File: src/rtl/obi_mon_macros.svh
// Width and depth macros for the OBI data port monitor.

`ifndef OBI_MON_MACROS_SVH
`define OBI_MON_MACROS_SVH

// ==================================================
// Bus field widths
// ==================================================

// Byte enable width is derived from the data width.
`define OBI_MON_AW 32 // Address width in bits.

`define OBI_MON_DW 32 // Data width in bits.

// ==================================================
// Outstanding request tracking
// ==================================================

// Maximum number of granted requests that may still
// be waiting for their response.
`define OBI_MON_DEPTH 2 // Two outstanding, as on the core port.

`endif // OBI_MON_MACROS_SVH

File: src/rtl/obi_pkg.sv
// OBI bus field types: address, data and byte enable.

`include "obi_mon_macros.svh"

package obi_pkg;

  // ==================================================
  // Request phase fields
  // ==================================================

  // Byte address of a transfer.
  typedef logic [`OBI_MON_AW-1:0] obi_addr_t; // Full byte address.

  // One strobe bit per data byte.
  typedef logic [`OBI_MON_DW/8-1:0] obi_be_t; // Byte lane enables.

  // ==================================================
  // Data fields
  // ==================================================

  // Shared by wdata and rdata.
  typedef logic [`OBI_MON_DW-1:0] obi_data_t; // Read or write data.

endpackage : obi_pkg

File: src/rtl/mon_pkg.sv
// Monitor types: request attribute record and fault code enumeration.

`include "obi_mon_macros.svh"

package mon_pkg;

  import obi_pkg::*;

  // ==================================================
  // Request attributes
  // ==================================================

  // What the monitor remembers about a granted request
  // until its response comes back.
  typedef struct packed {
    obi_addr_t addr; // Request address.
    logic      we;   // Write enable, 1 for stores.
    obi_be_t   be;   // Byte enables.
  } req_attr_t;

  // ==================================================
  // Protocol faults
  // ==================================================

  // Reported as a one-cycle strobe with this code.
  typedef enum logic [1:0] {
    fault_none     = 2'd0, // No fault this cycle.
    fault_overflow = 2'd1, // Grant while tracking FIFO full.
    fault_orphan   = 2'd2  // Response with nothing outstanding.
  } mon_fault_e;

endpackage : mon_pkg

File: src/rtl/obi_mon_top.sv
// Monitor top level: request capture, attribute FIFO and response pairing.

`timescale 1ns/1ps

`include "obi_mon_macros.svh"

module obi_mon_top
  import obi_pkg::*;
  import mon_pkg::*;
(
  input  logic       clk_i,
  input  logic       rst_ni,

  // Observed OBI data port.
  input  logic       req,
  input  logic       gnt,
  input  obi_addr_t  addr,
  input  logic       we,
  input  obi_be_t    be,
  input  logic       rvalid,
  input  obi_data_t  rdata,
  input  logic       err,

  // Paired transaction record.
  output logic       txn_valid,
  output obi_addr_t  txn_addr,
  output logic       txn_we,
  output obi_be_t    txn_be,
  output obi_data_t  txn_rdata,
  output logic       txn_err,

  // Protocol faults.
  output logic       fault_valid,
  output mon_fault_e fault_code
);

  logic      push_valid; // Stage 1 to stage 2.
  req_attr_t push_attr;
  logic      pop_valid;  // Stage 3 to stage 2.
  req_attr_t head_attr;  // Stage 2 to stage 3.
  logic      empty;

  // ==================================================
  // Pipeline stages
  // ==================================================

  obi_req_capture capture_i (
    .clk_i      (clk_i),
    .rst_ni     (rst_ni),
    .req        (req),
    .gnt        (gnt),
    .addr       (addr),
    .we         (we),
    .be         (be),
    .push_valid (push_valid),
    .push_attr  (push_attr)
  );

  obi_req_attr_fifo #(
    .payload_t (req_attr_t),
    .DEPTH     (`OBI_MON_DEPTH)
  ) fifo_i (
    .clk_i       (clk_i),
    .rst_ni      (rst_ni),
    .push_valid  (push_valid),
    .push_attr   (push_attr),
    .pop_valid   (pop_valid),
    .head_attr   (head_attr),
    .empty       (empty),
    .fault_valid (fault_valid),
    .fault_code  (fault_code)
  );

  obi_resp_pair pair_i (
    .clk_i     (clk_i),
    .rst_ni    (rst_ni),
    .rvalid    (rvalid),
    .rdata     (rdata),
    .err       (err),
    .head_attr (head_attr),
    .empty     (empty),
    .pop_valid (pop_valid),
    .txn_valid (txn_valid),
    .txn_addr  (txn_addr),
    .txn_we    (txn_we),
    .txn_be    (txn_be),
    .txn_rdata (txn_rdata),
    .txn_err   (txn_err)
  );

endmodule : obi_mon_top

File: src/rtl/obi_req_attr_fifo.sv
// In-order FIFO of outstanding request attributes with overflow and orphan faults.

`timescale 1ns/1ps

`include "obi_mon_macros.svh"

module obi_req_attr_fifo
  import mon_pkg::*;
#(
  parameter type payload_t = req_attr_t,
  parameter int  DEPTH     = `OBI_MON_DEPTH
) (
  input  logic       clk_i,
  input  logic       rst_ni,

  // Write side, from the request capture stage.
  input  logic       push_valid,
  input  payload_t   push_attr,

  // Read side, towards the response pairing stage.
  input  logic       pop_valid,
  output payload_t   head_attr,
  output logic       empty,

  // Protocol fault strobe.
  output logic       fault_valid,
  output mon_fault_e fault_code
);

  localparam int PTR_W = (DEPTH > 1) ? $clog2(DEPTH) : 1; // Slot index width.
  localparam int CNT_W = $clog2(DEPTH + 1);              // Holds 0..DEPTH.

  payload_t         mem [DEPTH]; // Attribute storage.
  logic [PTR_W-1:0] wr_ptr;      // Next free slot.
  logic [PTR_W-1:0] rd_ptr;      // Oldest entry.
  logic [CNT_W-1:0] count;       // Entries held.
  logic             full;
  logic             do_push;     // Accepted write.
  logic             do_pop;      // Accepted read.
  logic             overflow;
  logic             orphan;

  // Wraps a slot index at DEPTH.
  function automatic logic [PTR_W-1:0] ptr_inc(input logic [PTR_W-1:0] ptr);
    return (ptr == PTR_W'(DEPTH - 1)) ? '0 : ptr + 1'b1;
  endfunction

  // ==================================================
  // Status and accept logic
  // ==================================================

  assign full      = (count == CNT_W'(DEPTH));
  assign empty     = (count == '0);
  assign do_push   = push_valid && !full;  // Push to full is dropped.
  assign do_pop    = pop_valid && !empty;  // Pop from empty is ignored.
  assign overflow  = push_valid && full;
  assign orphan    = pop_valid && empty;
  assign head_attr = mem[rd_ptr];          // Oldest request, read in place.

  // ==================================================
  // Storage and pointers
  // ==================================================

  always_ff @(posedge clk_i) begin
    if (do_push) begin
      mem[wr_ptr] <= push_attr;
    end
  end

  // Push-only, pop-only and push with pop all handled here.
  always_ff @(posedge clk_i or negedge rst_ni) begin
    if (!rst_ni) begin
      wr_ptr <= '0;
      rd_ptr <= '0;
      count  <= '0; // Empty out of reset.
    end else begin
      if (do_push) begin
        wr_ptr <= ptr_inc(wr_ptr);
      end
      if (do_pop) begin
        rd_ptr <= ptr_inc(rd_ptr);
      end
      case ({do_push, do_pop})
        2'b10:   count <= count + 1'b1; // Push only.
        2'b01:   count <= count - 1'b1; // Pop only.
        default: count <= count;        // Both or neither.
      endcase
    end
  end

  // ==================================================
  // Fault strobe
  // ==================================================

  // Overflow wins if both hit in one cycle.
  always_ff @(posedge clk_i or negedge rst_ni) begin
    if (!rst_ni) begin
      fault_valid <= 1'b0;
      fault_code  <= fault_none;
    end else begin
      fault_valid <= overflow || orphan;
      if (overflow) begin
        fault_code <= fault_overflow;
      end else if (orphan) begin
        fault_code <= fault_orphan;
      end else begin
        fault_code <= fault_none;
      end
    end
  end

  // ==================================================
  // Checks
  // ==================================================

  a_count_bound : assert property (
    @(posedge clk_i) disable iff (!rst_ni)
    count <= CNT_W'(DEPTH)
  ) else $error("attribute FIFO count above depth");

  // Head must hold a real pushed value.
  a_head_known : assert property (
    @(posedge clk_i) disable iff (!rst_ni)
    !empty |-> !$isunknown(head_attr)
  ) else $error("attribute FIFO head unknown while not empty");

endmodule : obi_req_attr_fifo

File: src/rtl/obi_req_capture.sv
// Request phase capture stage: handshake detect and attribute register.

`timescale 1ns/1ps

`include "obi_mon_macros.svh"

module obi_req_capture
  import obi_pkg::*;
  import mon_pkg::*;
(
  input  logic      clk_i,
  input  logic      rst_ni,

  // Observed OBI request phase.
  input  logic      req,
  input  logic      gnt,
  input  obi_addr_t addr,
  input  logic      we,
  input  obi_be_t   be,

  // Push strobe towards the attribute FIFO.
  output logic      push_valid,
  output req_attr_t push_attr
);

  logic handshake; // Request accepted this cycle.

  assign handshake = req && gnt;

  // ==================================================
  // Push strobe
  // ==================================================

  // One cycle late, matching the response path delay.
  always_ff @(posedge clk_i or negedge rst_ni) begin
    if (!rst_ni) begin
      push_valid <= 1'b0; // Nothing to push out of reset.
    end else begin
      push_valid <= handshake;
    end
  end

  // Attributes only load on an accepted request.
  always_ff @(posedge clk_i) begin
    if (handshake) begin
      push_attr.addr <= addr; // Address as granted.
      push_attr.we   <= we;
      push_attr.be   <= be;
    end
  end

  // ==================================================
  // Checks
  // ==================================================

  // A pending request may not change its attributes
  // before the slave grants it.
  a_req_stable : assert property (
    @(posedge clk_i) disable iff (!rst_ni)
    (req && !gnt) |=> ($stable(addr) && $stable(we) && $stable(be))
  ) else $error("request attributes changed while waiting for gnt");

endmodule : obi_req_capture

File: src/rtl/obi_resp_pair.sv
// Response phase stage: pops the matching request and emits the transaction record.

`timescale 1ns/1ps

`include "obi_mon_macros.svh"

module obi_resp_pair
  import obi_pkg::*;
  import mon_pkg::*;
(
  input  logic      clk_i,
  input  logic      rst_ni,

  // Observed OBI response phase.
  input  logic      rvalid,
  input  obi_data_t rdata,
  input  logic      err,

  // From the attribute FIFO.
  input  req_attr_t head_attr,
  input  logic      empty,

  // Pop strobe back to the FIFO.
  output logic      pop_valid,

  // Completed transaction record.
  output logic      txn_valid,
  output obi_addr_t txn_addr,
  output logic      txn_we,
  output obi_be_t   txn_be,
  output obi_data_t txn_rdata,
  output logic      txn_err
);

  obi_data_t rdata_q;  // Response data, one cycle late.
  logic      err_q;    // Response error, one cycle late.
  req_attr_t pair_attr; // Attributes joined to this response.

  // Orphan responses carry zero attributes.
  assign pair_attr = empty ? '0 : head_attr;

  // ==================================================
  // Response register stage
  // ==================================================

  always_ff @(posedge clk_i or negedge rst_ni) begin
    if (!rst_ni) begin
      pop_valid <= 1'b0;
      txn_valid <= 1'b0;
    end else begin
      pop_valid <= rvalid;    // Cycle m+1.
      txn_valid <= pop_valid; // Cycle m+2.
    end
  end

  always_ff @(posedge clk_i) begin
    if (rvalid) begin
      rdata_q <= rdata;
      err_q   <= err;
    end
  end

  // ==================================================
  // Record register stage
  // ==================================================

  always_ff @(posedge clk_i) begin
    if (pop_valid) begin
      txn_addr  <= pair_attr.addr;
      txn_we    <= pair_attr.we;
      txn_be    <= pair_attr.be;
      txn_rdata <= rdata_q;
      txn_err   <= err_q;
    end
  end

  // ==================================================
  // Checks
  // ==================================================

  // Every record leaves with known fields.
  a_txn_known : assert property (
    @(posedge clk_i) disable iff (!rst_ni)
    txn_valid |-> !$isunknown({txn_addr, txn_we, txn_be, txn_rdata, txn_err})
  ) else $error("transaction record has unknown fields");

endmodule : obi_resp_pair

File: config.mk
export PLATFORM = sky130hd
export DESIGN_NAME = obi_mon_top
export DESIGN_NICKNAME = d
export VERILOG_FILES = /design/src/rtl/obi_pkg.sv /design/src/rtl/mon_pkg.sv /design/src/rtl/obi_mon_top.sv /design/src/rtl/obi_req_attr_fifo.sv /design/src/rtl/obi_req_capture.sv /design/src/rtl/obi_resp_pair.sv
export VERILOG_INCLUDE_DIRS = /design/src /design/src/rtl
export SDC_FILE = /design/constraint.sdc
export NUM_CORES = 1
export LEC_CHECK = 0
export ABC_AREA = 1
export BUFFER_PORTS_ARGS = -buffer_cell sky130_fd_sc_hd__buf_2
export CORE_MARGIN = 2
export CORE_UTILIZATION = 27
export CTS_CLUSTER_SIZE = 28
export DETAILED_ROUTE_END_ITERATION = 10
export GPL_TIMING_DRIVEN = 0
export PLACE_DENSITY = 0.43
export SLEW_MARGIN = 20
export SYNTH_ARGS = -nofsm -noshare
export SYNTH_HDL_FRONTEND = slang
export SYNTH_SLANG_ARGS = --single-unit
File: constraint.sdc
create_clock -name clk_i -period 5 [get_ports clk_i]
set_clock_uncertainty 0.05 [all_clocks]
set_input_delay 1.25 -clock clk_i [delete_from_list [all_inputs] [get_ports clk_i]]
set_output_delay 1.25 -clock clk_i [all_outputs]
set_load 0.1 [all_outputs]
# [After elaboration in Yosys (flattened, before gate mapping)]
# Memory sizes are Yosys's and may differ from the RTL's. A register that Yosys moved wholly into a read port is not among the register bits.
# Index checks and enable logic that the tools add are counted.
[totals] reg_bits=113 out_inout_bits=74 input_bits=75 ram_bits=74 mem_count=1 wordCells=40
[mem_list] name="fifo_i.mem" words=2 width=37 rd=1 rd_ports_with_merged_regs=1 wr=1 line_no="obi_req_attr_fifo.sv:33" text="payload_t mem [DEPTH];"
[classes] reduce_logical=10 mux=7 n_eq_ne=3 addsub=4
[op_table] op="1-bit logical AND" n=5
[op_table] op="2-bit == test, second input constant" n=2
[op_table] op="1-bit two-way mux" n=4
[op_table] op="2-bit two-way mux" n=2
[op_table] op="2-bit one-hot mux with 2 select lines" n=1
[op_table] op="1-bit adder, second input constant" n=2
[op_table] op="2-bit by 1-bit adder with 2-bit output, second input constant" n=1
[op_table] op="2-bit by 1-bit == test with 1-bit output, second input constant" n=1
[op_table] op="1-bit logical NOT" n=2
[op_table] op="2-bit logical NOT" n=1
[op_table] op="2-bit nonzero test" n=1
[op_table] op="2-bit by 1-bit subtractor with 2-bit output, second input constant" n=1
[op_table] op="1-bit logical OR" n=1

# [Longest topological paths before layout]
[logic_depth] word_depth=5 mapped_depth=9 ltp_nobuf=9

# [Cells and area by module]
# A second synthesis with hierarchy kept.
[hier_totals] hier_cells=455 area_unflattened_um2=7648.6
[by_module_without_submodules] module="obi_resp_pair" n_inst=1 area_per_inst_um2=3470.8 seq_area_each_um2=3143.0 cells_per_inst=183
[by_module_without_submodules] module="obi_req_attr_fifo" n_inst=1 area_per_inst_um2=3034.2 seq_area_each_um2=2397.3 cells_per_inst=232
[by_module_without_submodules] module="obi_req_capture" n_inst=1 area_per_inst_um2=1143.6 seq_area_each_um2=1136.1 cells_per_inst=40

# [Least setup slack after synthesis]
# OpenSTA, ideal clock, no wires.
[synth_timing] path_type="register to register" from="register pair_i.pop_valid" to="register fifo_i.count[1]" setup_ns=0.117 path_stages_with_launch=8 synth_period_minus_slack_ns=2.934 n_path_buf=0 setup_slack_ns=2.066 required_ns=4.833 arrival_ns=2.767 cell_sequence="dfrtp_1 inv_1 nor2_4 ha_1 inv_1 nand3_1 nand2_1 nand2_1"
[synth_via] elab_chain_len=3 elab_cells_between_ends=5 cone_classes="eq/ne: 2; mux: 1; reduce/logical: 2"
[synth_lines] item="from (decl)" line_no="obi_resp_pair.sv:24" text="output logic pop_valid,"
[synth_lines] item="from (signal assigned)" line_no="obi_resp_pair.sv:51" text="pop_valid <= rvalid;"
[synth_lines] item="1-bit logical AND *" line_no="obi_req_attr_fifo.sv:55" text="assign do_pop = pop_valid && !empty;"
[synth_lines] item="net fifo_i.do_pop" line_no="obi_req_attr_fifo.sv:39" text="logic do_pop;"
[synth_lines] item="2-bit by 1-bit == test with 1-bit output or 2-bit == test (tied branches)" line_no="obi_req_attr_fifo.sv:83" text="case ({do_push, do_pop})"
[synth_lines] item="2-bit one-hot mux with 2 select lines or 2-bit nonzero test (tied branches)"
[synth_lines] item="to (signal assigned)" line_no="obi_req_attr_fifo.sv:84" text="2'b10: count <= count + 1'b1;"
[synth_lines] item="to (signal assigned)" line_no="obi_req_attr_fifo.sv:85" text="2'b01: count <= count - 1'b1;"
[synth_lines] item="to (signal assigned)" line_no="obi_req_attr_fifo.sv:86" text="default: count <= count;"
[synth_lines] item="to (decl)" line_no="obi_req_attr_fifo.sv:36" text="logic [CNT_W-1:0] count;"
# Mark *: on every way through the listed nets, which the timed path passes. The rest lies on a longest branch.
# A chain may end at the register's enable or synchronous reset.

# [Worst setup path in the final report]
[layout_timing] from="register pair_i.txn_addr[24], read port of fifo_i.mem" to="output txn_addr[24]"
[layout_rtl] item="from (decl)" line_no="obi_resp_pair.sv:28" text="output obi_addr_t txn_addr,"
[layout_rtl] item="to (decl)" line_no="obi_mon_top.sv:26" text="output obi_addr_t txn_addr,"
# No word-level cell between the ends.

==> qor_table.md <==
| Quantity | This run | Unit |
| --- | --- | --- |
| Worst Setup SP | pair_i.txn_addr[24] | - |
| Clk Tree Root Cell | clkbuf_16 | - |
| DIE AREA | 28970 | sq um |
| GR Util All Layers | 0.1007 | - |
| Width of the die | 170.2 | um |
| Power share of the combinational group | 0.276 | - |
| Headroom to the max-slew limit | 0.4714 | - |
| Internal Dissipation | 3.926 | mW |
| Worst R2R Start | fifo_i.count[0] | - |
| Overall power of the completed layout | 6.148 | mW |
| Number of antenna violations at the first check in global routing | 1 | - |
| Number of buffers inserted for hold repair after clock tree synthesis | 0 | - |
| Wire length of the first global-routing pass | 22140 | um |
| Distinct cell type count of the synthesized netlist | 20 | - |
| Capture point of the worst path | txn_addr[24] | - |
| Startpoint type of the worst setup path | register | - |
| Period Utilization, post-route | 0.5253 | - |
| Largest fanout on the critical path | 1 | - |
| Wire length after detailed routing | 14850 | um |
| Number of DRC violations after detailed-routing iteration 0 | 285 | - |
| Count leader, synth | edfxtp_1 | - |
| Final number of max-transition violations | 0 | - |
| Detailed placement HPWL | 9482 | um |
| R2R setup slack | 3110 | ps |
| Clock Power Share | 0.321 | - |
| Maximum number of pins on one net before global-route repair | 44 | - |
| Number of hold violations in the final report | 0 | - |
| CTS clk-pin slew, worst paths | 60 | ps |
| Switching power | 2.222 | mW |
| Number of I/O pins | 149 | - |
| Type of destination of the critical path | output port | - |
| Synthesized Nets | 456 | - |
| Antenna violation net count after detailed routing | 0 | - |
| CTS Sinks | 224 | - |
| Share of synthesized registers carrying an async set or reset | 0.04464 | - |
| Vias/cell | 4.079 | - |
| Placement row count | 60 | - |
| Via count of the first global-routing pass | 3906 | - |
| Ranking of synthesized cells by instance count | 214 x edfxtp_1, 73 x nand2_1, 29 x a21oi_1 | - |
| Filler-free cell count of the finished design | 919 | - |
| Kind of cell with the highest combined delay on the critical path | buffers and inverters | - |
| Number of gates resized after CTS | 0 | - |
| Placed Cells | 873 | - |
| Area inside the core boundary | 27030 | sq um |
| F_max | 380.7 | MHz |
| Number of buffers added for setup after CTS | 0 | - |
| Starting Density | 0.2760 | - |
| Worst r2r dst | fifo_i.mem[0][28] | - |
| H-tree depth reported by CTS | 1 | - |
| Fraction of final layout cells sized beyond drive strength 1 | 0.4048 | - |
| Syn avg cell area | 19.63 | sq um |
| Final setup viols | 0 | - |
| Result of the run | finished clean | - |
| Area fraction of the dominant cell type after synthesis | 0.8615 | - |
| Post-Syn Area | 7460 | sq um |
| Static leakage power | 3.628 | nW |
| Clk_lat worst skew | 520 | ps |
| EDFF count, synth | 214 | - |
| # DRC | 0 | - |
| Synth top area cells | edfxtp_1 86%, nand2_1 3.7%, dfrtp_1 3.4%, a21oi_1 1.9%, a21oi_2 1.1% | - |
| Worst supply voltage drop on vdd | 0.2892 | mV |
| Hold WC Path Type | register to register | - |
| Required time of the worst setup path | 3700 | ps |
| Number of cells on the critical path | 1 | - |
| Detailed Routing Iterations Pass 1 | 4 | - |
| Actual slew at the worst max-slew pin | 793.0 | ps |
| Global route total overflow | 0 | - |
| DR vias | 3749 | - |
| Number of cells traversed by the worst register-to-register path | 5 | - |
| Number of maximum-capacitance constraint violations | 0 | - |
| Relative contribution of sequential cells to total power | 0.404 | - |
| Clock period minus final worst setup slack | 2627 | ps |
| Nets@finish | 635 | - |
| Biggest cell delay along the critical path | 440 | ps |
| Cell type with the highest aggregate area in the netlist | edfxtp_1 | - |
| Longest Clk Path Bufs | 3 | - |
| Endpoint arrival time on the critical path | 1330 | ps |
| Post-synthesis to final-layout area growth | 29.10 | % |
| Fraction of power spent switching nets | 0.3614 | - |
| Critical-path top delay cell | buf_2 | - |
| Buffers and inverters on the worst path | 1 | - |
| Share of the yosys chip area belonging to registers | 0.8950 | - |
| Prevailing post-synth register cell | edfxtp_1 | - |
| Summed negative setup slack over all endpoints | 0 | ps |
| Critical Setup Path Class | register to output port | - |
| Post-Syn Instances | 380 | - |
| Number of I/O port buffers | 148 | - |
| Count of yosys warnings during synthesis | 0 | - |
| TritonCTS clock tree | done | - |
| Pwr/cell area | 638.4 | nW/um^2 |
| Antenna diodes | 0 | - |
| Die Y-Extent | 170.2 | um |
| Register bit count reported by yosys | 224 | - |
| Final weighted congestion in routability-driven placement | 0.6848 | - |
| Number of buffers added by the clock tree synthesis step | 25 | - |
| Series of cell instances along the critical path | buf_2 | - |
| Setup repair after global routing missed its margin | false | - |
| Wire length per cell after detailed routing | 16.16 | um |
[cells by family (layout without fill, tap and decap cells)]
kind of cell               count (synthesis)  count (layout)  share of synthesized area
DFF                                      224             224                     0.8950
buffers and inverters                     22             220                    0.01879
AOI/OAI and AO/OA                         40              40                    0.03153
xor gates and xnor gates                   1               1                   0.001174
and+or+nand+nor                           92              92                    0.05183
adders and majority gates                  1               1                   0.001677
[power by group through the flow]
stage	Combinational, mW	Clock [mW]	Sequential [mW]
after global placement	1.69	0	2.53
after CTS	1.73	2.03	2.49
final	1.69	1.97	2.48
after floorplan	0.436	0	3.43
after detailed placement	1.73	0	2.52
after global routing	1.80	2.11	2.51
[per-stage QoR]
stage	worst slack [ps]	util	cell area (sq um)	hold slack, ps
2_1_floorplan	2066	-	7460	350.3
3_3_place_gp	772.0	0.3192	8627	350.5
3_5_place_dp	2634	0.3233	8738	354.5
4_1_cts	2351	0.3563	9630	368.3
5_1_grt	2343	0.3563	9630	374.2
6_report	2373	0.3563	9630	367.3
[cells in the final DEF, fill, tap and decap left out, types with 9 or more instances in the layout]
cell / instances
nand2_1: 73
buf_2: 152
dfrtp_1: 9
nand2_2: 10
a21oi_1: 29
clkbuf_16: 25
a21oi_2: 9
edfxtp_1: 214
[state kept, by name, summed over array words and instances, names as in the netlist]
signal / count
pair_i.err_q: 1
pair_i.txn_err: 1
fifo_i.wr_ptr: 1
pair_i.txn_we: 1
fifo_i.mem: 74
capture_i.push_valid: 1
capture_i.push_attr: 37
fifo_i.rd_ptr: 1
pair_i.txn_rdata: 32
pair_i.txn_valid: 1
pair_i.rdata_q: 32
pair_i.pop_valid: 1
pair_i.txn_be: 4
pair_i.txn_addr: 32
fifo_i.count: 2
fifo_i.fault_valid: 1
fifo_i.fault_code: 2
[worst min path at each step]
stage / startpoint / endpoint / slack, ps / depth (start not counted)
after floorplan: pair_i.err_q / pair_i.txn_err / 350 / 0
after global placement: pair_i.rdata_q[25] / pair_i.txn_rdata[25] / 350 / 0
after detailed placement: pair_i.rdata_q[14] / pair_i.txn_rdata[14] / 350 / 0
after CTS: pair_i.rdata_q[14] / pair_i.txn_rdata[14] / 370 / 0
after global routing: pair_i.rdata_q[25] / pair_i.txn_rdata[25] / 370 / 0
final: pair_i.rdata_q[14] / pair_i.txn_rdata[14] / 370 / 0
[area by class of cell]
cell class	instances	area, sq um
fillers	2583	17400
flip-flops and latches	224	6680
repair buffers	152	835.8
multi-input cells	134	655.6
clock buffers	26	629.4
well taps	341	426.7
clock inverters	20	262.8
plain buffers	12	102.6
inverters	10	37.54
[routing by layer]
metal / wire length [um] / track usage / part of all wire
met5: 11 / 0 / 0.00074
met4: 392 / 0.03084 / 0.026
met3: 1175 / 0.02953 / 0.079
met2: 6580 / 0.1580 / 0.44
met1: 6692 / 0.1352 / 0.45
(Power assumes the default switching activity.)
